## config.mk

```make
export PLATFORM = sky130hd
export DESIGN_NAME = pu_ctrl_fsm
export DESIGN_NICKNAME = d
export VERILOG_FILES = /design/src/common/pu_pkg.sv /design/src/hdl/pu_ctrl_fsm.sv
export SDC_FILE = /design/constraint.sdc
export NUM_CORES = 1
export LEC_CHECK = 0
export ABC_AREA = 1
export CAP_MARGIN = 10
export CORE_MARGIN = 4
export CORE_UTILIZATION = 36
export CTS_CLUSTER_DIAMETER = 200
export DETAILED_ROUTE_END_ITERATION = 10
export DONT_BUFFER_PORTS = 1
export PLACE_DENSITY = 0.52
export SLEW_MARGIN = 20
export SYNTH_ARGS = -nofsm -noshare
export SYNTH_HDL_FRONTEND = slang
export SYNTH_SLANG_ARGS = --single-unit
```

## constraint.sdc

```tcl
create_clock -name clk -period 1.68 [get_ports clk]
set_clock_uncertainty 0.2 [all_clocks]
set_input_delay 0.168 -clock clk [delete_from_list [all_inputs] [get_ports clk]]
set_output_delay 0.168 -clock clk [all_outputs]
set_load 0.05 [all_outputs]
```

## src/common/pu_pkg.sv

```systemverilog
`default_nettype none

package pu_pkg;

  // =========================================================================
  // widths
  // =========================================================================
  localparam int inst_w        = 32;
  localparam int imm_w         = 16;
  localparam int stride_w      = 32;             // hi half + lo half
  localparam int op_code_w     = 4;
  localparam int op_spec_w     = 7;
  localparam int loop_id_w     = 5;
  localparam int imem_addr_w   = 10;             // 1024 words
  localparam int fn_w          = 3;
  localparam int rf_addr_w     = 4;
  localparam int alu_word_w    = 28;             // low bits of a compute inst
  localparam int mem_type_w    = 2;
  localparam int iter_type_w   = 3;
  localparam int stride_type_w = 4;
  localparam int state_w       = 3;
  localparam int stream_sel_w  = 3;

  // instruction fields, top down: op_code, op_spec, loop_id, imm
  localparam int op_spec_lsb = imm_w + loop_id_w;
  localparam int op_code_lsb = op_spec_lsb + op_spec_w;

  // =========================================================================
  // opcodes
  // =========================================================================
  localparam logic [op_code_w-1:0] op_ldmem        = 4'd1;
  localparam logic [op_code_w-1:0] op_genaddr_hi   = 4'd5;
  localparam logic [op_code_w-1:0] op_genaddr_lo   = 4'd6;
  localparam logic [op_code_w-1:0] op_loop         = 4'd7;
  localparam logic [op_code_w-1:0] op_block_repeat = 4'd8;
  localparam logic [op_code_w-1:0] op_compute_r    = 4'd11;
  localparam logic [op_code_w-1:0] op_compute_i    = 4'd12;

  // block states, codes 2, 3 and 6 unused
  localparam logic [state_w-1:0] st_idle         = 3'd0;
  localparam logic [state_w-1:0] st_decode       = 3'd1;
  localparam logic [state_w-1:0] st_compute_wait = 3'd4;
  localparam logic [state_w-1:0] st_compute      = 3'd5;
  localparam logic [state_w-1:0] st_done         = 3'd7;

  // stream selectors, valid when rf addr bit 3 is set
  localparam logic [stream_sel_w-1:0] ld_obuf = 3'd0;
  localparam logic [stream_sel_w-1:0] ld0_ddr = 3'd1;
  localparam logic [stream_sel_w-1:0] ld1_ddr = 3'd2;

endpackage

`default_nettype wire

```

## src/hdl/pu_ctrl_fsm.sv

```systemverilog
`timescale 1ns/1ps
`default_nettype none

module pu_ctrl_fsm import pu_pkg::*; (
  input  logic               clk,
  input  logic               reset,
  input  logic               pu_block_start,
  input  logic               pu_compute_start,
  input  logic               inst_wr_req,
  input  logic [inst_w-1:0]  inst_wr_data,
  input  logic               stall,
  input  logic               issue_last,
  output logic [state_w-1:0] state,
  output logic               pu_compute_ready,
  output logic               done,
  output logic               inst_wr_ready
);

  logic [state_w-1:0] state_nxt;
  logic [imm_w-1:0]   repeat_cnt;      // passes left after the current one
  logic [imm_w-1:0]   repeat_cnt_nxt;
  logic               block_end;
  logic               last_issue;

  assign block_end  = inst_wr_req &&
                      (inst_wr_data[op_code_lsb +: op_code_w] == op_block_repeat);
  assign last_issue = issue_last && !stall;

  // =========================================================================
  // block sequencing
  // =========================================================================
  always_comb begin
    state_nxt      = state;
    repeat_cnt_nxt = repeat_cnt;
    case (state)
      st_idle: begin
        if (pu_block_start) state_nxt = st_decode;
      end
      st_decode: begin
        if (block_end) begin
          state_nxt      = st_compute_wait;
          repeat_cnt_nxt = inst_wr_data[imm_w-1:0];  // R from imm
        end
      end
      st_compute_wait: begin
        if (pu_compute_start) state_nxt = st_compute;
      end
      st_compute: begin
        if (last_issue) begin
          if (repeat_cnt == '0) state_nxt = st_done;
          else repeat_cnt_nxt = repeat_cnt - imm_w'(1);
        end
      end
      st_done: begin
        state_nxt = st_idle;                         // one-cycle done pulse
      end
      default: begin
        state_nxt = st_idle;
      end
    endcase
  end

  always_ff @(posedge clk) begin
    if (reset) begin
      state      <= st_idle;
      repeat_cnt <= '0;
    end else begin
      state      <= state_nxt;
      repeat_cnt <= repeat_cnt_nxt;
    end
  end

  assign pu_compute_ready = (state == st_compute_wait);
  assign done             = (state == st_done);
  assign inst_wr_ready    = (state != st_compute);

endmodule

`default_nettype wire

```

==> results.py <==
metrics = {
    "hold_path": {
        "min_path_type": "input pin to register",
        "hp-start": "reset",
    },
    "sta": {
        "drv_slew": 0,
        "fmax_ghz": 0.6023,
        "maxSlewHeadroom_pct": 72.22,
        "timing.hold.ws_ns": -0.2371,
        "tightestPinTransition_ns": 0.4163,
        "rsz0062_at_grt": "true",
        "min_period_over_period_pct": 98.83,
        "finalHoldViolCount": 12,
        "finalSetupViolCount": 0,
        "min_period_ns": 1.660,
    },
    "cells_and_area": {
        "final_common_cell": "nand2_1",
        "diodes": 0,
        "drive_gt1_share_pct": 34.28,
        "nFillCells": 396,
        "final_cells": 331,
        "layout_common_cells": "nand2_1 (71), buf_4 (40), nor2_1 (26)",
        "design_area_sq_um": 1993,
        "utilization_pct": 54.04,
        "nets": 324,
        "syn2layout_area_growth_pct": 43.64,
    },
    "logic_synthesis": {
        "synth_warnings": 0,
        "avgSynthCellArea_sq_um": 5.930,
        "ys_ff_latch": 19,
        "synthFlopType": "dfxtp_1",
        "synth_edf_count": 0,
        "syn-cell-area_sq_um": 1388,
        "yosysSeqAreaShare_pct": 27.41,
        "syn_nets": 274,
        "post_synth_num_cell_types": 28,
        "postSynthCellCount": 234,
        "async_flop_share_pct": 0,
    },
    "critical_path": {
        "arrival_ns": 1.62,
        "critPathBufInv": 2,
        "slowest_delay_ns": 0.33,
        "crit_required_ns": 1.64,
        "path_delay_family": "simple AND/OR/NAND/NOR gates",
        "end_kind": "register",
        "start_kind": "register",
        "worst_path_most_repeated_cell": "nand2_2",
        "crit_chain": "inv_2 -> ha_4 -> nand3_4 -> nor2_4 -> nand2_2 -> nand2_2 -> nand2_2 -> nand2_4 -> buf_6 -> a21oi_2 -> and2_1",
        "crit_path_start": "repeat_cnt[1]",
        "cpMaxStageDelayCell": "dfxtp_2",
        "reg2reg_from": "repeat_cnt[1]",
        "path_class": "register to register",
        "path_max_fanout": 5,
    },
    "global_route": {
        "grt-ovfl-total": 0,
        "grt.total_usage_pct": 15.82,
        "grt_pass1_wl_um": 6479,
        "first_global_vias": 1439,
        "grt_antenna_before_repair": 0,
        "grt_start_max_net_pins": 19,
    },
    "routing": {
        "firstDrtPassIters": 4,
        "viasPerCell": 4.671,
        "wl_per_cell_um": 11.34,
        "vias": 1546,
        "wl_um": 3755,
        "drc": 0,
        "postRouteAntennaNets": 0,
        "first_iter_violations": 59,
    },
    "die": {
        "dieArea_sq_um": 4912,
        "io_pins": 45,
        "core_area_sq_um": 3689,
        "die_width_um": 70.09,
        "initial_core_util_pct": 37.62,
        "num_rows": 22,
        "die_h_um": 70.09,
    },
    "clocking": {
        "clock_path_buffers": 2,
        "clk-insertion-delay-late_ns": 0.25,
        "clock-root-buffer": "clkbuf_8",
        "clkTransAtPathRegs_ns": 0.08,
        "postCtsHoldBufs": 7,
        "clock_sinks": 19,
        "cts_made_buffers": 3,
        "cts_tree": "done",
        "cts.htree.levels": 1,
    },
    "power": {
        "p_switching_mw": 2.182,
        "swShare_pct": 47.79,
        "power.leakage_nw": 0.9774,
        "clkPwrFrac_pct": 7.2,
        "pwr-share-comb_pct": 75.5,
        "irDropWorstVdd_mv": 0.9874,
        "pwr-share-seq_pct": 17.3,
        "p_int_mw": 2.384,
        "powerDensity_nw_per_um2": 2291,
    },
    "placement": {
        "dp.cells": 318,
        "io_buffers": 0,
        "hpwl_um": 2817,
        "place_area_sq_um": 1774,
        "gp_congestion": 0.8262,
    },
    "run": {
        "drv_cap": 0,
    },
    "run_status": {
        "violations": "hold timing",
        "outcome": "finished, violations left",
    },
}
[cell usage after synthesis, types with 3 or more instances]
library cell / number / area [sq um]
a21oi_2: 10 / 87.58
o21ai_0: 14 / 70.07
nor3_1: 3 / 15.01
nor2_1: 35 / 131.4
nand2_1: 75 / 281.5
nor2_2: 4 / 25.02
dfxtp_1: 19 / 380.4
a21oi_1: 8 / 40.04
inv_2: 5 / 18.77
inv_1: 22 / 82.58
nand3_1: 15 / 75.07
[sequential cells by signal, indices dropped and copies added (netlist names)]
name and cells:
repeat_cnt 16, state 3
[path summary, 6_finish.rpt]
kind / endpoint / slack [ns] / cells past startpoint
max: repeat_cnt[12] / 0.02 / 11
min: repeat_cnt[10] / -0.24 / 1
max reg2reg: repeat_cnt[12] / 0.02 / 11
min reg2reg: repeat_cnt[15] / 0.32 / 2
[area by class of cell]
class | count | area (sq um) | share of cell area [%]
multi-input cells | 181 | 953.4 | 47.83
inverters | 28 | 110.1 | 5.524
well taps | 48 | 60.06 | 3.013
repair buffers | 51 | 432.9 | 21.72
clock buffers | 4 | 45.04 | 2.260
flip-flops and latches | 19 | 391.6 | 19.65
[cells by family after synthesis]
| logic type | after synthesis | synth area share (%) |
|---|---|---|
| adders and majority gates | 1 | 0.9016 |
| AOI/OAI and AO/OA | 36 | 16.14 |
| and+or+nand+nor | 142 | 43.55 |
| buffers and inverters | 34 | 10.64 |
| xor gates and xnor gates | 1 | 0.6313 |
| DFF | 19 | 27.41 |
| muxes | 1 | 0.7214 |
[per-stage QoR]
step / worst slack (ns) / hold WS, ns / TNS, ns / total power, mW
after floorplan: 0.002140 / 0.1201 / 0 / 2.667
after global placement: -0.06039 / 0.03472 / -0.3477 / 3.833
after detailed placement: -0.07548 / 0.03426 / -0.4570 / 3.842
after CTS: 0.0009557 / -0.2428 / 0 / 4.334
after global routing: -0.07806 / -0.2441 / -0.6347 / 5.045
final: 0.01965 / -0.2371 / 0 / 4.566
[layer usage]
metal	GRT usage, %	vias to the layer above	share of wire [%]
met2	26.55	30	45
met5	0	-	0
li1	-	841	-
met4	3.191	0	0.59
met1	21.49	673	49
met3	2.302	2	4.9
[power by group through the flow]
stage / sequential (mW) / clock (mW) / combinational [mW]
2_1_floorplan: 0.867 / 0 / 1.80
3_3_place_gp: 0.780 / 0 / 3.05
3_5_place_dp: 0.779 / 0 / 3.06
4_1_cts: 0.771 / 0.344 / 3.22
5_1_grt: 0.817 / 0.357 / 3.87
6_report: 0.791 / 0.329 / 3.45
[timing repair]
item | in CTS | in global routing
pin swaps | 0 | 3
setup buffers | 0 | 2
gates resized for setup | 6 | 22
endpoints found under the hold margin | 19 | 12
endpoints found under the setup margin | 17 | 19
Note: power is estimated with default switching activity, not from simulation.
