[src/common/pu_pkg.sv]
`default_nettype none

package pu_pkg;

  // =========================================================================
  // widths
  // =========================================================================
  localparam int inst_w        = 32;
  localparam int imm_w         = 16;
  localparam int stride_w      = 32;             // hi half + lo half
  localparam int op_code_w     = 4;
  localparam int op_spec_w     = 7;
  localparam int loop_id_w     = 5;
  localparam int imem_addr_w   = 10;             // 1024 words
  localparam int fn_w          = 3;
  localparam int rf_addr_w     = 4;
  localparam int alu_word_w    = 28;             // low bits of a compute inst
  localparam int mem_type_w    = 2;
  localparam int iter_type_w   = 3;
  localparam int stride_type_w = 4;
  localparam int state_w       = 3;
  localparam int stream_sel_w  = 3;

  // instruction fields, top down: op_code, op_spec, loop_id, imm
  localparam int op_spec_lsb = imm_w + loop_id_w;
  localparam int op_code_lsb = op_spec_lsb + op_spec_w;

  // =========================================================================
  // opcodes
  // =========================================================================
  localparam logic [op_code_w-1:0] op_ldmem        = 4'd1;
  localparam logic [op_code_w-1:0] op_genaddr_hi   = 4'd5;
  localparam logic [op_code_w-1:0] op_genaddr_lo   = 4'd6;
  localparam logic [op_code_w-1:0] op_loop         = 4'd7;
  localparam logic [op_code_w-1:0] op_block_repeat = 4'd8;
  localparam logic [op_code_w-1:0] op_compute_r    = 4'd11;
  localparam logic [op_code_w-1:0] op_compute_i    = 4'd12;

  // block states, codes 2, 3 and 6 unused
  localparam logic [state_w-1:0] st_idle         = 3'd0;
  localparam logic [state_w-1:0] st_decode       = 3'd1;
  localparam logic [state_w-1:0] st_compute_wait = 3'd4;
  localparam logic [state_w-1:0] st_compute      = 3'd5;
  localparam logic [state_w-1:0] st_done         = 3'd7;

  // stream selectors, valid when rf addr bit 3 is set
  localparam logic [stream_sel_w-1:0] ld_obuf = 3'd0;
  localparam logic [stream_sel_w-1:0] ld0_ddr = 3'd1;
  localparam logic [stream_sel_w-1:0] ld1_ddr = 3'd2;

endpackage

`default_nettype wire

[src/hdl/pu_cfg_decode.sv]
`timescale 1ns/1ps
`default_nettype none

module pu_cfg_decode import pu_pkg::*; (
  input  logic                     clk,
  input  logic                     reset,
  input  logic [state_w-1:0]       state,
  input  logic                     inst_wr_req,
  input  logic [inst_w-1:0]        inst_wr_data,
  output logic                     cfg_loop_iter_v,
  output logic [imm_w-1:0]         cfg_loop_iter,
  output logic [iter_type_w-1:0]   cfg_loop_iter_type,
  output logic                     cfg_loop_stride_v,
  output logic [stride_w-1:0]      cfg_loop_stride,
  output logic [stride_type_w-1:0] cfg_loop_stride_type,
  output logic                     cfg_mem_req_v,
  output logic [mem_type_w-1:0]    cfg_mem_req_type
);

  logic [op_code_w-1:0]      op_code;
  logic [op_spec_w-1:0]      op_spec;
  logic [imm_w-1:0]          imm;
  logic                      inst_v;
  logic [stride_w-imm_w-1:0] stride_hi;

  assign op_code = inst_wr_data[op_code_lsb +: op_code_w];
  assign op_spec = inst_wr_data[op_spec_lsb +: op_spec_w];
  assign imm     = inst_wr_data[imm_w-1:0];
  assign inst_v  = (state == st_decode) && inst_wr_req;  // accepted word

  // =========================================================================
  // configuration pulses
  // =========================================================================
  assign cfg_loop_iter_v      = inst_v && (op_code == op_loop);
  assign cfg_loop_iter        = imm;
  assign cfg_loop_iter_type   = op_spec[iter_type_w-1:0];

  assign cfg_loop_stride_v    = inst_v && (op_code == op_genaddr_lo);
  assign cfg_loop_stride      = {stride_hi, imm};
  assign cfg_loop_stride_type = op_spec[stride_type_w-1:0];

  assign cfg_mem_req_v        = inst_v && (op_code == op_ldmem);
  assign cfg_mem_req_type     = op_spec[4:3];

  // upper stride half, consumed by the next lo instruction
  always_ff @(posedge clk) begin
    if (reset) begin
      stride_hi <= '0;
    end else if (cfg_loop_stride_v || state == st_done) begin
      stride_hi <= '0;
    end else if (inst_v && op_code == op_genaddr_hi) begin
      stride_hi <= imm;
    end
  end

endmodule

`default_nettype wire

[config.mk]
export PLATFORM = sky130hd
export DESIGN_NAME = pu_cfg_decode
export DESIGN_NICKNAME = d
export VERILOG_FILES = /design/src/common/pu_pkg.sv /design/src/hdl/pu_cfg_decode.sv
export SDC_FILE = /design/constraint.sdc
export NUM_CORES = 1
export LEC_CHECK = 0
export ABC_AREA = 1
export BUFFER_PORTS_ARGS = -buffer_cell sky130_fd_sc_hd__buf_2
export CAP_MARGIN = 25
export CORE_UTILIZATION = 34
export CTS_BUF_LIST = sky130_fd_sc_hd__clkbuf_16
export DETAILED_ROUTE_END_ITERATION = 7
export GPL_ROUTABILITY_DRIVEN = 1
export PLACE_DENSITY_LB_ADDON = 0.15
export SYNTH_ARGS = -nofsm -noshare
export SYNTH_HDL_FRONTEND = slang
export SYNTH_SLANG_ARGS = --single-unit
[constraint.sdc]
create_clock -name clk -period 0.9 [get_ports clk]
set_input_delay 0.045 -clock clk [delete_from_list [all_inputs] [get_ports clk]]
set_output_delay 0.045 -clock clk [all_outputs]
set_load 0.01 [all_outputs]
==> run_summary.xml <==
<?xml version="1.0" encoding="UTF-8"?>
<metrics>
  <group name="sta">
    <metric name="final_period_minus_worst_setup_slack" unit="ps">852</metric>
    <metric name="timing.final.ws_setup" unit="ps">48.1</metric>
    <metric name="clock_skew" unit="ps">0</metric>
    <metric name="setup-tns-final" unit="ps">0</metric>
    <metric name="setup_viol" unit="">0</metric>
    <metric name="fmaxAchievable" unit="MHz">1170</metric>
    <metric name="number_of_pins_exceeding_their_max_slew_limit_in_the_final_report" unit="">0</metric>
    <metric name="period_share" unit="">0.947</metric>
    <metric name="max_slew_margin" unit="">0.833</metric>
    <metric name="worstMarginPinSlew" unit="ps">251</metric>
    <metric name="report.final.hold_viol_count" unit="">0</metric>
  </group>
  <group name="synth">
    <metric name="synth.mux.area_fraction" unit="">0</metric>
    <metric name="yosysWarnings" unit="">0</metric>
    <metric name="synth_compound_gate_area_share" unit="">0.113</metric>
    <metric name="post_synth_fa_ha_maj_area_fraction" unit="">0</metric>
    <metric name="avgSynthCellArea" unit="sq um">8.40</metric>
    <metric name="yosys-top-cells-area" unit="">sky130_fd_sc_hd__dfxtp_1 29%, sky130_fd_sc_hd__buf_4 28%, sky130_fd_sc_hd__a21oi_2 7.9%</metric>
    <metric name="synth_simple_gate_area_frac" unit="">0.246</metric>
    <metric name="synth_top_family_by_area" unit="">buffers and inverters</metric>
    <metric name="synth-seq-area-share" unit="">0.289</metric>
    <metric name="yosys.area_share.xor_xnor" unit="">0</metric>
    <metric name="postSynthNetCount" unit="">170</metric>
    <metric name="synth_top_area_frac" unit="">0.289</metric>
    <metric name="synth_top_area_cell" unit="">sky130_fd_sc_hd__dfxtp_1</metric>
    <metric name="synthCells" unit="">132</metric>
    <metric name="ys_seq_elements" unit="">16</metric>
    <metric name="synth_area" unit="sq mm">0.00111</metric>
    <metric name="synth.lib_cells_used.distinct" unit="">15</metric>
  </group>
  <group name="cells_and_area">
    <metric name="layout.area.seq" unit="sq um">320</metric>
    <metric name="fraction_of_layout_cells_with_a_size_suffix_above_1" unit="">0.653</metric>
    <metric name="area_used_by_multi_input_combinational_logic" unit="sq um">420</metric>
    <metric name="mostFrequentLayoutCell" unit="">sky130_fd_sc_hd__buf_2</metric>
    <metric name="insertedDiodeCount" unit="">0</metric>
    <metric name="top_regs" unit="">stride_hi x16</metric>
    <metric name="largest_register" unit="">stride_hi</metric>
    <metric name="finalNetCount" unit="">215</metric>
    <metric name="leading_cell_types_in_the_layout_fill_and_taps_excluded" unit="">73 x sky130_fd_sc_hd__buf_2, 18 x sky130_fd_sc_hd__nand2_1, 16 x sky130_fd_sc_hd__dfxtp_1</metric>
    <metric name="nFillCells" unit="">336</metric>
    <metric name="syn_to_final_growth" unit="%">24.9</metric>
    <metric name="max_ffs_per_register" unit="">16</metric>
  </group>
  <group name="floorplan">
    <metric name="floorplan.die.height" unit="um">59.1</metric>
    <metric name="initial_core_utilization" unit="">0.360</metric>
    <metric name="floorplan.die_area" unit="sq mm">0.00349</metric>
    <metric name="io_pins" unit="">98</metric>
    <metric name="fp.dieW" unit="um">59.1</metric>
    <metric name="core_area" unit="sq mm">0.00308</metric>
    <metric name="num_rows" unit="">20</metric>
  </group>
  <group name="critical_path">
    <metric name="slowest_delay" unit="ps">250</metric>
    <metric name="worstPathBufferInverterCount" unit="">4</metric>
    <metric name="setup.worst_path.start" unit="">state[1]</metric>
    <metric name="worstPathArrival" unit="ps">810</metric>
    <metric name="cp_data_required_time" unit="ps">850</metric>
    <metric name="worst-path-stages" unit="">7</metric>
    <metric name="reg2reg_from" unit="">stride_hi[15]</metric>
    <metric name="worst-r2r-cell-count" unit="">2</metric>
    <metric name="worstSetupEndpointType" unit="">output port</metric>
    <metric name="cp_max_fo" unit="">3</metric>
    <metric name="timing.critical_path.cells" unit="">buf_6 &gt; inv_4 &gt; nand2_4 &gt; nor2_8 &gt; inv_2 &gt; nor4_2 &gt; buf_2</metric>
    <metric name="critPathTopFamily" unit="">simple AND/OR/NAND/NOR gates</metric>
    <metric name="crit_path_launch_type" unit="">input pin</metric>
    <metric name="criticalPathCategory" unit="">in2out</metric>
    <metric name="ff2ff_setup_slack" unit="ps">320</metric>
    <metric name="critPathSlowestCell" unit="">sky130_fd_sc_hd__nor4_2</metric>
    <metric name="rr_endpoint" unit="">stride_hi[15]</metric>
  </group>
  <group name="hold_path">
    <metric name="hold_path.startpoint" unit="">inst_wr_data[7]</metric>
    <metric name="hold-path-endpoint" unit="">stride_hi[7]</metric>
    <metric name="min_path_cells" unit="">3</metric>
    <metric name="holdCritPathClass" unit="">in2reg</metric>
  </group>
  <group name="routing">
    <metric name="ant_nets" unit="">0</metric>
    <metric name="drc_errors" unit="">0</metric>
    <metric name="total_via_count_after_detailed_routing" unit="">942</metric>
    <metric name="total_wirelength" unit="um">2230</metric>
    <metric name="routedWlPerCell" unit="um">10.1</metric>
    <metric name="via_per_inst" unit="">4.28</metric>
    <metric name="drt_pass_1_iters" unit="">5</metric>
    <metric name="detail_route.iter0.violations" unit="">22</metric>
  </group>
  <group name="clock_tree">
    <metric name="clock_tree.root_cell" unit="">sky130_fd_sc_hd__clkbuf_16</metric>
    <metric name="hold_buffer_count_at_cts" unit="">0</metric>
    <metric name="cts.sink_count" unit="">16</metric>
    <metric name="cts_tree" unit="">built</metric>
    <metric name="worstSkewPairLatency" unit="ps">240</metric>
    <metric name="max-clock-path-buffers" unit="">2</metric>
    <metric name="cts-buffers-inserted" unit="">3</metric>
    <metric name="cts_htree_levels" unit="">1</metric>
    <metric name="clkSlewWorstSetupHoldPaths" unit="ps">50</metric>
  </group>
  <group name="global_routing">
    <metric name="grt_first_pass_wirelength" unit="um">3230</metric>
    <metric name="grt_pass1_vias" unit="">766</metric>
    <metric name="grt_antenna_before_repair" unit="">0</metric>
    <metric name="grt_max_degree" unit="">17</metric>
    <metric name="grt_overflow" unit="">0</metric>
    <metric name="track_usage" unit="">0.125</metric>
  </group>
  <group name="power_and_ir_drop">
    <metric name="totalPowerFinal" unit="mW">1.86</metric>
    <metric name="cellPowerDensity" unit="mW/mm^2">1340</metric>
    <metric name="power_leakage" unit="nW">0.709</metric>
    <metric name="peakVddDrop" unit="V">0.000972</metric>
  </group>
  <group name="placement">
    <metric name="post-place-ws" unit="ps">-72.2</metric>
    <metric name="port_buffers" unit="">76</metric>
    <metric name="detailedPlacementHpwl" unit="um">1730</metric>
    <metric name="place.gp.congestion" unit="">0.639</metric>
  </group>
  <group name="job">
    <metric name="maxCapViolCount" unit="">0</metric>
  </group>
  <group name="status">
    <metric name="run_status" unit="">completed</metric>
  </group>
</metrics>
==> what timing repair did <==
item                                    in CTS  in global routing
pin swaps                                    1                  3
gates resized for setup                      0                 12
endpoints found under the setup margin       1                  2
buffers inserted                             2                  2
==> power breakdown <==
| part | total, mW | internal, mW | switching (mW) |
|---|---|---|---|
| sequential | 0.712 | 0.712 | 0.000575 |
| combinational | 0.307 | 0.134 | 0.173 |
| clock | 0.840 | 0.587 | 0.253 |
| total | 1.86 | 1.43 | 0.426 |
==> layer usage <==
layer | wire length [um] | track usage | share of wire
met5 | 0 | 0 | 0
met3 | 179 | 0.0437 | 0.080
met1 | 860 | 0.132 | 0.39
met4 | 10 | 0.0442 | 0.0045
met2 | 1180 | 0.227 | 0.53
==> kinds of logic (layout without fill, tap and decap cells) <==
group | count (synthesis) | count (layout)
flops | 16 | 16
buf+inv | 53 | 97
simple gates | 46 | 46
compound gates | 17 | 17
==> cell usage after synthesis <==
master and count:
sky130_fd_sc_hd__nor4_1 2, sky130_fd_sc_hd__o21bai_1 1, sky130_fd_sc_hd__buf_8 3, sky130_fd_sc_hd__nor2_1 1, sky130_fd_sc_hd__dfxtp_1 16, sky130_fd_sc_hd__nand3_2 3
sky130_fd_sc_hd__nand3_1 13, sky130_fd_sc_hd__nand2_2 5, sky130_fd_sc_hd__a21oi_2 10, sky130_fd_sc_hd__buf_4 42, sky130_fd_sc_hd__a21oi_1 6, sky130_fd_sc_hd__nand2_1 18
sky130_fd_sc_hd__nand2_4 2, sky130_fd_sc_hd__nor2_8 2, sky130_fd_sc_hd__inv_1 8
==> worst max-delay path by stage <==
stage,to
after floorplan,stride_hi[10]
final,cfg_mem_req_v
after global routing,cfg_mem_req_v
after global placement,stride_hi[2]
after CTS,cfg_mem_req_v
after detailed placement,stride_hi[15]
==> cell type report <==
class,count,share of cell area
sequential,16,0.231
multi-input combinational,63,0.304
clock inverter,1,0.00271
timing repair buffer,85,0.343
tap,44,0.0397
clock buffer,3,0.0542
inverter,8,0.0253
==> worst register-to-register path, stage by stage, from the launching register on <==
cell	delay, ps
sky130_fd_sc_hd__dfxtp_1	330
sky130_fd_sc_hd__nand2_1	60
sky130_fd_sc_hd__a21oi_1	130
==> through the flow <==
stage / area, sq um / std cells / util / hold slack, ps
finish: 1390 / 220 / 0.450 / 78.6
global placement: 1230 / 212 / 0.401 / 90.1
floorplan: 1110 / 132 / - / 143
CTS: 1330 / 218 / 0.431 / 75.3
global route: 1390 / 220 / 0.450 / 83.8
detailed placement: 1230 / 212 / 0.401 / 90.1
No activity file was read; power rests on OpenSTA's default activity.
