### src/common/pu_pkg.sv
`default_nettype none

package pu_pkg;

  // =========================================================================
  // widths
  // =========================================================================
  localparam int inst_w        = 32;
  localparam int imm_w         = 16;
  localparam int stride_w      = 32;             // hi half + lo half
  localparam int op_code_w     = 4;
  localparam int op_spec_w     = 7;
  localparam int loop_id_w     = 5;
  localparam int imem_addr_w   = 10;             // 1024 words
  localparam int fn_w          = 3;
  localparam int rf_addr_w     = 4;
  localparam int alu_word_w    = 28;             // low bits of a compute inst
  localparam int mem_type_w    = 2;
  localparam int iter_type_w   = 3;
  localparam int stride_type_w = 4;
  localparam int state_w       = 3;
  localparam int stream_sel_w  = 3;

  // instruction fields, top down: op_code, op_spec, loop_id, imm
  localparam int op_spec_lsb = imm_w + loop_id_w;
  localparam int op_code_lsb = op_spec_lsb + op_spec_w;

  // =========================================================================
  // opcodes
  // =========================================================================
  localparam logic [op_code_w-1:0] op_ldmem        = 4'd1;
  localparam logic [op_code_w-1:0] op_genaddr_hi   = 4'd5;
  localparam logic [op_code_w-1:0] op_genaddr_lo   = 4'd6;
  localparam logic [op_code_w-1:0] op_loop         = 4'd7;
  localparam logic [op_code_w-1:0] op_block_repeat = 4'd8;
  localparam logic [op_code_w-1:0] op_compute_r    = 4'd11;
  localparam logic [op_code_w-1:0] op_compute_i    = 4'd12;

  // block states, codes 2, 3 and 6 unused
  localparam logic [state_w-1:0] st_idle         = 3'd0;
  localparam logic [state_w-1:0] st_decode       = 3'd1;
  localparam logic [state_w-1:0] st_compute_wait = 3'd4;
  localparam logic [state_w-1:0] st_compute      = 3'd5;
  localparam logic [state_w-1:0] st_done         = 3'd7;

  // stream selectors, valid when rf addr bit 3 is set
  localparam logic [stream_sel_w-1:0] ld_obuf = 3'd0;
  localparam logic [stream_sel_w-1:0] ld0_ddr = 3'd1;
  localparam logic [stream_sel_w-1:0] ld1_ddr = 3'd2;

endpackage

`default_nettype wire

### src/compute/pu_issue.sv
`timescale 1ns/1ps
`default_nettype none

module pu_issue import pu_pkg::*; (
  input  logic                  clk,
  input  logic                  reset,
  input  logic [state_w-1:0]    state,
  input  logic [alu_word_w-1:0] issue_word,
  input  logic                  obuf_ld_stream_read_ready,
  input  logic                  ddr_ld0_stream_read_ready,
  input  logic                  ddr_ld1_stream_read_ready,
  input  logic                  ddr_st_stream_write_ready,
  output logic                  stall,
  output logic                  alu_fn_valid,
  output logic [fn_w-1:0]       alu_fn,
  output logic [rf_addr_w-1:0]  alu_in0_addr,
  output logic                  alu_in1_src,
  output logic [rf_addr_w-1:0]  alu_in1_addr,
  output logic [rf_addr_w-1:0]  alu_out_addr,
  output logic [imm_w-1:0]      alu_imm,
  output logic                  obuf_ld_stream_read_req,
  output logic                  ddr_ld0_stream_read_req,
  output logic                  ddr_ld1_stream_read_req,
  output logic                  ddr_st_stream_write_req
);

  logic active;
  logic issue;
  logic obuf_need;
  logic ld0_need;
  logic ld1_need;
  logic st_need;
  logic st_dly1;
  logic st_dly2;

  // true when either ALU operand reads stream sel
  function automatic logic needs_load(input logic [rf_addr_w-1:0]    in0,
                                      input logic                    in1_src,
                                      input logic [rf_addr_w-1:0]    in1,
                                      input logic [stream_sel_w-1:0] sel);
    logic in0_hit;
    logic in1_hit;
    in0_hit = in0[rf_addr_w-1] && (in0[stream_sel_w-1:0] == sel);
    in1_hit = !in1_src && in1[rf_addr_w-1] && (in1[stream_sel_w-1:0] == sel);
    return in0_hit || in1_hit;
  endfunction

  // =========================================================================
  // field split and stream needs
  // =========================================================================
  assign {alu_in1_src, alu_fn, alu_imm, alu_in0_addr, alu_out_addr} = issue_word;
  assign alu_in1_addr = alu_imm[rf_addr_w-1:0];

  assign active    = (state == st_compute);
  assign obuf_need = active && needs_load(alu_in0_addr, alu_in1_src, alu_in1_addr, ld_obuf);
  assign ld0_need  = active && needs_load(alu_in0_addr, alu_in1_src, alu_in1_addr, ld0_ddr);
  assign ld1_need  = active && needs_load(alu_in0_addr, alu_in1_src, alu_in1_addr, ld1_ddr);
  assign st_need   = active && alu_out_addr[rf_addr_w-1];

  // hold the word until every needed stream is ready
  assign stall = (obuf_need && !obuf_ld_stream_read_ready) ||
                 (ld0_need  && !ddr_ld0_stream_read_ready) ||
                 (ld1_need  && !ddr_ld1_stream_read_ready) ||
                 (st_need   && !ddr_st_stream_write_ready);

  assign issue        = active && !stall;
  assign alu_fn_valid = issue;

  assign obuf_ld_stream_read_req = obuf_need && !stall;
  assign ddr_ld0_stream_read_req = ld0_need && !stall;
  assign ddr_ld1_stream_read_req = ld1_need && !stall;

  // store data leaves the ALU two cycles after issue
  always_ff @(posedge clk) begin
    if (reset) begin
      st_dly1 <= 1'b0;
      st_dly2 <= 1'b0;
    end else begin
      st_dly1 <= st_need && issue;
      st_dly2 <= st_dly1;
    end
  end

  assign ddr_st_stream_write_req = st_dly2;

endmodule

`default_nettype wire

### config.mk
export PLATFORM = sky130hd
export DESIGN_NAME = pu_issue
export DESIGN_NICKNAME = d
export VERILOG_FILES = /design/src/common/pu_pkg.sv /design/src/compute/pu_issue.sv
export SDC_FILE = /design/constraint.sdc
export NUM_CORES = 1
export LEC_CHECK = 0
export ABC_AREA = 1
export BUFFER_PORTS_ARGS = -buffer_cell sky130_fd_sc_hd__buf_2
export CORE_MARGIN = 2
export CORE_UTILIZATION = 30
export DETAILED_ROUTE_END_ITERATION = 8
export HOLD_SLACK_MARGIN = 0.06
export PLACE_DENSITY = 0.82
export SYNTH_ARGS = -nofsm -noshare
export SYNTH_HDL_FRONTEND = slang
export SYNTH_SLANG_ARGS = --single-unit
### constraint.sdc
create_clock -name clk -period 1.6 [get_ports clk]
set_input_delay 0.32 -clock clk [delete_from_list [all_inputs] [get_ports clk]]
set_output_delay 0.32 -clock clk [all_outputs]
set_load 0.005 [all_outputs]
==> out/metrics.cfg, run 1 <==
[setup_path]
critPathCaptureType = output port
rrSetupSlack_ns = 1.14
slowest_delay_ns = 0.18
crit_path_start = issue_word[11]
cp_cell_sequence = buf_2, inv_1, nor2_2, nand3_2, nand2_1, a21oi_2, nand3_2, nor2_1, buf_2
startpoint_type = input port
slowest_stage = a21oi_2
setup.worst_path.end = ddr_ld1_stream_read_req
rr_endpoint = ddr_st_stream_write_req
timing.rr.start = st_dly1
crit_fanout = 4
path_class = input port to output port
reg2reg_depth = 2
crit_required_ns = 1.28
worstPathArrival_ns = 1.20

[clock_tree]
clkTransAtPathRegs_ns = 0.03
clk_latency_ns = 0.22
cts_buffer_depth = 2
clock-sinks = 2
ctsHoldBuffers = 0
cts_made_buffers = 3
h-tree-depth = 1
cts_root_buf = clkbuf_4
cts_tree = yes

[sta]
finalWorstSetupSlack_ns = 0.08191
fin_crit_sh = 0.9488
rsz0062_at_grt = true
relSlewSlack = 0.8829
finalSetupViolCount = 0
final_max_slew_viol_count = 0
fin_skew_ns = 0.002259
fin_crit_ns = 1.518
holdWs_ns = 0.2649
tightest_slew_ns = 0.1753
hold_violations = 0
fmax_mhz = 658.7

[synth]
syn_inst = 80
synth_top_area_share = 0.4788
synth_area_sq_um = 501.7
synth_seq_cells = 2
async_reset_ff_frac = 0
ys.flop_type = dfxtp_1
syn_nets = 117
synth-seq-area-share = 0.07980
synth_top_cell_by_area = buf_4
ys_top_cells_by_count = 32 x buf_4, 11 x inv_1, 10 x nor2_1, 8 x nand2_1, 6 x nand3_1
synth_warnings = 0
yosys-top-cells-area = buf_4 48%, inv_1 8.2%, dfxtp_1 8.0%
synth.distinct_cells = 15
syn_avg_cell_area_sq_um = 6.272
synth_edf_count = 0
yosysMostFrequentCell = buf_4

[routing]
first_pass_iters = 4
wl_per_cell_microns = 9.524
vias = 441
drtAntennaViolNets = 0
wirelength_microns = 1000
via_per_inst = 4.200
drtIter0Drc = 6
remaining_drc_errors = 0

[layout]
utilization = 0.3239
fillers = 175
drive_gt1_frac = 0.5730
diodes = 0
stdcell_count = 105
final_nets = 128
syn2layout_area_growth_pct = -0.4987
design_area_sq_um = 499.2

[global_route]
grt_first_pass_wirelength_microns = 1407
grt_util_all_layers = 0.09728
grt_overflow_total = 0
grt_max_degree = 8
grt_pass1_vias = 357
antenna_found_initial = 0

[place]
dpl.hpwl_microns = 866.2
dpl_worst_slack_ns = 0.05476
dp.cells = 102
numPortBuffers = 38
placed_area_sq_um = 471.7
gp_congestion = 0.7037

[pwr]
p_leak_nw = 0.3193
pwr_density_cell_nw_per_um2 = 481.3
ir_drop_mv = 0.1100

[run]
drv_cap = 0

[floorplanning]
start_util = 0.3255
die_w_microns = 44.90
fp.dieH_microns = 44.90
ioPinCount = 75
coreArea_sq_um = 1541
fp-row-count = 14
design.die.area_sq_um = 2016

[outcome]
status = completed

[worst_hold_path]
hp-start = reset
hp-class = input port to flip-flop

[report_power, final]
group / switching, mW / total [mW] / internal (mW)
Combinational: 0.0412 / 0.0801 / 0.0389
Clock: 0.0266 / 0.109 / 0.0825
Sequential: 0.000156 / 0.0511 / 0.0510
Total: 0.0679 / 0.240 / 0.172
[layer usage]
| metal | track usage | vias up | part of all wire | routed length [microns] |
|---|---|---|---|---|
| met5 | 0 | - | 0 | 0 |
| met3 | 0.05200 | 2 | 0.12 | 122 |
| met1 | 0.1017 | 189 | 0.36 | 359 |
| li1 | - | 226 | - | - |
| met4 | 0.06471 | 0 | 0.0040 | 4 |
| met2 | 0.1507 | 24 | 0.51 | 513 |
[what timing repair did]
item	CTS	global route
buffers inserted	0	0
hold endpoints to repair	0	0
endpoints found under the setup margin	0	5
gates resized for setup	0	2
[state kept, by name, summed over array words and instances, names as in the netlist]
signal / count
ddr_st_stream_write_req: 1
st_dly1: 1
[cell usage in the layout, fill, tap and decap left out]
| master | count |
|---|---|
| inv_1 | 11 |
| nor2_2 | 2 |
| inv_2 | 1 |
| nor2_1 | 9 |
| nor2_4 | 1 |
| nand2_1 | 7 |
| or2_0 | 1 |
| nand4_1 | 1 |
| nand2_2 | 3 |
| buf_2 | 38 |
| nand3_2 | 2 |
| clkbuf_4 | 3 |
| nand3b_1 | 1 |
| dfxtp_1 | 2 |
| nand3_1 | 6 |
| a21oi_2 | 1 |
[stage by stage]
stage          power [mW]  setup TNS, ns
6_report           0.2403              0
5_1_grt            0.2660       -0.01399
4_1_cts            0.2479              0
3_5_place_dp       0.1315              0
3_3_place_gp       0.1290              0
2_1_floorplan      0.1406              0
[critical path: cells and delay by family]
kind	cells	cell delay, ns
simple gates	5	0.40
compound gates	1	0.18
buf+inv	3	0.29
[how the worst min path moves through the flow]
stage / cells after the start / end
after floorplan: 2 / ddr_st_stream_write_req
after global placement: 2 / ddr_st_stream_write_req
after detailed placement: 2 / ddr_st_stream_write_req
after CTS: 2 / ddr_st_stream_write_req
after global routing: 2 / ddr_st_stream_write_req
final: 2 / ddr_st_stream_write_req
[area by class of cell]
cell class / instances / area, sq um / area share
multi-input combinational: 34 / 181.4 / 0.3634
timing repair buffer: 38 / 190.2 / 0.3810
sequential: 2 / 40.04 / 0.08020
tap: 16 / 20.02 / 0.04010
inverter: 12 / 45.04 / 0.09023
clock buffer: 3 / 22.52 / 0.04511
[cells by family after synthesis]
kind of cell,after synthesis,share of synthesized area
compound gates,1,0.01746
buf+inv,44,0.5686
flops,2,0.07980
simple gates,33,0.3342
Power figures use the tool's default switching activity.
==> run 2: changes to the inputs <==
--- a/config.mk
+++ b/config.mk
@@ -5,13 +5,12 @@
 export SDC_FILE = /design/constraint.sdc
 export NUM_CORES = 1
 export LEC_CHECK = 0
-export ABC_AREA = 1
 export BUFFER_PORTS_ARGS = -buffer_cell sky130_fd_sc_hd__buf_2
 export CORE_MARGIN = 2
-export CORE_UTILIZATION = 30
+export CORE_UTILIZATION = 29
 export DETAILED_ROUTE_END_ITERATION = 8
 export HOLD_SLACK_MARGIN = 0.06
-export PLACE_DENSITY = 0.82
+export PLACE_DENSITY = 0.84
 export SYNTH_ARGS = -nofsm -noshare
 export SYNTH_HDL_FRONTEND = slang
 export SYNTH_SLANG_ARGS = --single-unit
==> run 2 against run 1 <==
  * Highest routed layer unchanged
  * Via count down 1.1%
  * Fmax down 10%
  * Routed wire length up 8.3%
  * Critical path type unchanged
  * The run now ends with negative setup slack left
  * First-iteration DRC count down 33%
  * Global-route usage up 1.7 points
  * Sequential power about the same
  * Core utilization up 7.5 points
  * Largest cell class unchanged
  * Worst setup slack worse by 0.17 ns
  * Die area down 7.7%
==> out/metrics.cfg, run 2 <==
[global_route]
antenna_found_initial = 0  ; unchanged
grt_pass1_vias = 400  ; +12%
grt_max_degree = 7  ; -1
grt_first_pass_wirelength_microns = 1566  ; +11%
grt_overflow_total = 0  ; unchanged
grt_util_all_layers = 0.1140  ; +0.01671

[routing]
remaining_drc_errors = 0  ; unchanged
drtAntennaViolNets = 0  ; unchanged
first_pass_iters = 4  ; unchanged
wirelength_microns = 1083  ; +8.3%
via_per_inst = 4.844  ; +15%
drtIter0Drc = 4  ; -2
wl_per_cell_microns = 12.03  ; +26%
vias = 436  ; -1.1%

[place]
gp_congestion = 0.6960  ; -1.1%
numPortBuffers = 38  ; unchanged
dpl.hpwl_microns = 881  ; +1.7%
placed_area_sq_um = 474.2  ; +0.53%

[floorplanning]
fp-row-count = 14  ; unchanged
start_util = 0.3019  ; -0.02362
design.die.area_sq_um = 1861  ; -7.7%
fp.dieH_microns = 43.14  ; -3.9%
coreArea_sq_um = 1471  ; -4.5%
ioPinCount = 75  ; unchanged
die_w_microns = 43.14  ; -3.9%

[synth]
syn_inst = 57  ; -29%
synth_top_cell_by_area = buf_4
synth_top_area_share = 0.5408  ; +0.06204
yosysMostFrequentCell = buf_4
yosys-top-cells-area = buf_4 54%, dfxtp_1 9.0%, mux2i_1 4.5%
synthMuxAreaShare = 0.04507  ; +0.04507
syn_nets = 94  ; -20%
ys.flop_type = dfxtp_1
yosys.area_share.simple = 0.1944  ; -0.1398
synth_top_family_by_area = buffers and inverters
syn_avg_cell_area_sq_um = 7.793  ; +24%
synthXorXnorAreaFrac = 0  ; unchanged
synth.distinct_cells = 18  ; +3
ys_top_cells_by_count = 32 x buf_4, 4 x inv_1
synth_area_sq_um = 444.2  ; -11%
synth_edf_count = 0  ; unchanged
synth_compound_area_frac = 0.09577  ; +0.07832
synth_warnings = 0  ; unchanged
async_reset_ff_frac = 0  ; unchanged
synth-seq-area-share = 0.09014  ; +0.01034
synth_seq_cells = 2  ; unchanged
yosys.area_share.adder = 0  ; unchanged

[layout]
utilization = 0.3988  ; +0.07495
final_nets = 113  ; -12%
diodes = 0  ; unchanged
drive_gt1_frac = 0.7432  ; +0.1702
layout_common_cells = 33 x buf_2, 8 x buf_4, 4 x inv_1, 4 x clkbuf_4, 3 x buf_6
fillers = 162  ; -7.4%
design_area_sq_um = 586.8  ; +18%
mostFrequentLayoutCell = buf_2
syn2layout_area_growth_pct = 32.11

[outcome]
status = complete, but fails checks
failed_checks = negative setup slack

[pwr]
p_leak_nw = 0.3365  ; +5.4%
pwr_density_cell_nw_per_um2 = 465.7  ; -3.2%
power.total_uw = 273.3  ; +14%
p_sw_frac = 0.2672  ; -0.01531
p_int_uw = 200.3  ; +16%
p_seq_frac = 0.186  ; -0.027
combPwrFrac = 0.406  ; +0.073
ir_drop_mv = 0.2443  ; +120%
p_switching_uw = 73.02  ; +7.6%
clockPowerShare = 0.408  ; -0.046

[clock_tree]
clk_latency_ns = 0.22  ; about the same
cts_made_buffers = 3  ; unchanged
clkTransAtPathRegs_ns = 0.03  ; about the same
cts_root_buf = clkbuf_4
cts_tree = yes
cts_buffer_depth = 2  ; unchanged
h-tree-depth = 1  ; unchanged
clock-sinks = 2  ; unchanged

[setup_path]
slowest_stage = a222oi_1
worstPathArrival_ns = 1.37  ; +0.17 ns
critPathCaptureType = output port
crit_required_ns = 1.28  ; about the same
crit_fanout = 2  ; -2
startpoint_type = input port
cp_cell_sequence = buf_6, nor4b_4, a222oi_1, buf_4, o21ai_1, and2_1, buf_2
crit_buf_inv = 3  ; unchanged
rrSetupSlack_ns = 1.10  ; -0.04 ns
rr_endpoint = ddr_st_stream_write_req
path_class = input port to output port
slowest_delay_ns = 0.36  ; +0.18 ns
timing.rr.start = st_dly1
reg2reg_depth = 1  ; -1
crit_family = compound AO/OA/AOI/OAI gates

[sta]
fmax_mhz = 591.7  ; -10%
hold_violations = 0  ; unchanged
fin_skew_ns = 0.002328  ; +0.00006913 ns
finalWorstSetupSlack_ns = -0.09018  ; -0.1721 ns
fin_crit_sh = 1.056  ; +0.1076
relSlewSlack = 0.7660  ; -0.1169
tightest_slew_ns = 0.3510  ; +0.1757 ns
fin_crit_ns = 1.690  ; +0.1721 ns
finalSetupViolCount = 5  ; +5
rsz0062_at_grt = true
holdWs_ns = 0.2856  ; +0.02065 ns
setup_tns_ns = -0.3715  ; -0.3715 ns
final_max_slew_viol_count = 0  ; unchanged

[worst_hold_path]
hp-class = input port to flip-flop
hold_depth = 2  ; unchanged
worstHoldEndpoint = st_dly1
hp-start = reset

[run]
drv_cap = 0  ; unchanged

==> run 2: cell count changes in the layout (fill, tap and decap cells not counted), moves of 3 or more <==
cell     delta
nor2_1      -7
nand3_1     -6
buf_2       -5
inv_1       -7
buf_6       +3
nand2_2     -3
buf_4       +8
nand2_1     -7
==> run 2: what timing repair did <==
item	in CTS	in global routing
gates resized for setup	16	2
hold buffers	0	0
setup buffers	1	0
gates cloned	0	0
endpoints found under the setup margin	5	5
pin swaps	9	2
==> run 2: kinds of logic (layout without fill, tap and decap cells) <==
group           Yosys count  in the layout
compound gates            6              6
mux                       2              2
buf+inv                  36             53
flops                     2              2
simple gates             11             11
==> run 2: worst max-delay path by stage <==
stage	start	to	slack, ns	cells after the start
finish	issue_word[11]	stall	-0.09	7
global route	issue_word[8]	ddr_ld0_stream_read_req	-0.24	6
CTS	issue_word[11]	ddr_ld0_stream_read_req	-0.10	6
detailed placement	issue_word[11]	ddr_ld0_stream_read_req	-0.29	7
global placement	issue_word[11]	obuf_ld_stream_read_req	-0.21	7
floorplan	issue_word[27]	ddr_ld0_stream_read_req	0.06	4
==> run 2: power groups by stage <==
stage | sequential (mW) | combinational (mW) | clock [mW]
floorplan | 0.0516 | 0.0836 | 0
global placement | 0.0515 | 0.0846 | 0
detailed placement | 0.0516 | 0.0871 | 0
CTS | 0.0509 | 0.110 | 0.116
global route | 0.0509 | 0.121 | 0.119
finish | 0.0509 | 0.111 | 0.111
==> run 2: layout make-up <==
class	count	area [sq um]	area share
sequential	2	40.04	0.06823
multi-input combinational	19	202.7	0.3454
inverter	4	15.01	0.02559
timing repair buffer	46	286.5	0.4883
clock buffer	3	22.52	0.03838
tap	16	20.02	0.03412
==> run 2: per-stage QoR <==
step | std cells | worst slack (ns)
2_1_floorplan | 57 | 0.06434
3_3_place_gp | 87 | -0.2085
3_5_place_dp | 87 | -0.2858
4_1_cts | 90 | -0.1007
5_1_grt | 90 | -0.2392
6_report | 90 | -0.09018
==> run 2: layer usage <==
| layer | up-vias | wire (microns) | GRT usage | part of all wire |
|---|---|---|---|---|
| li1 | 197 | - | - | - |
| met1 | 197 | 362 | 0.1170 | 0.33 |
| met2 | 38 | 549 | 0.1881 | 0.51 |
| met3 | 4 | 153 | 0.03404 | 0.14 |
| met4 | 0 | 19 | 0.09091 | 0.018 |
| met5 | - | 0 | 0 | 0 |
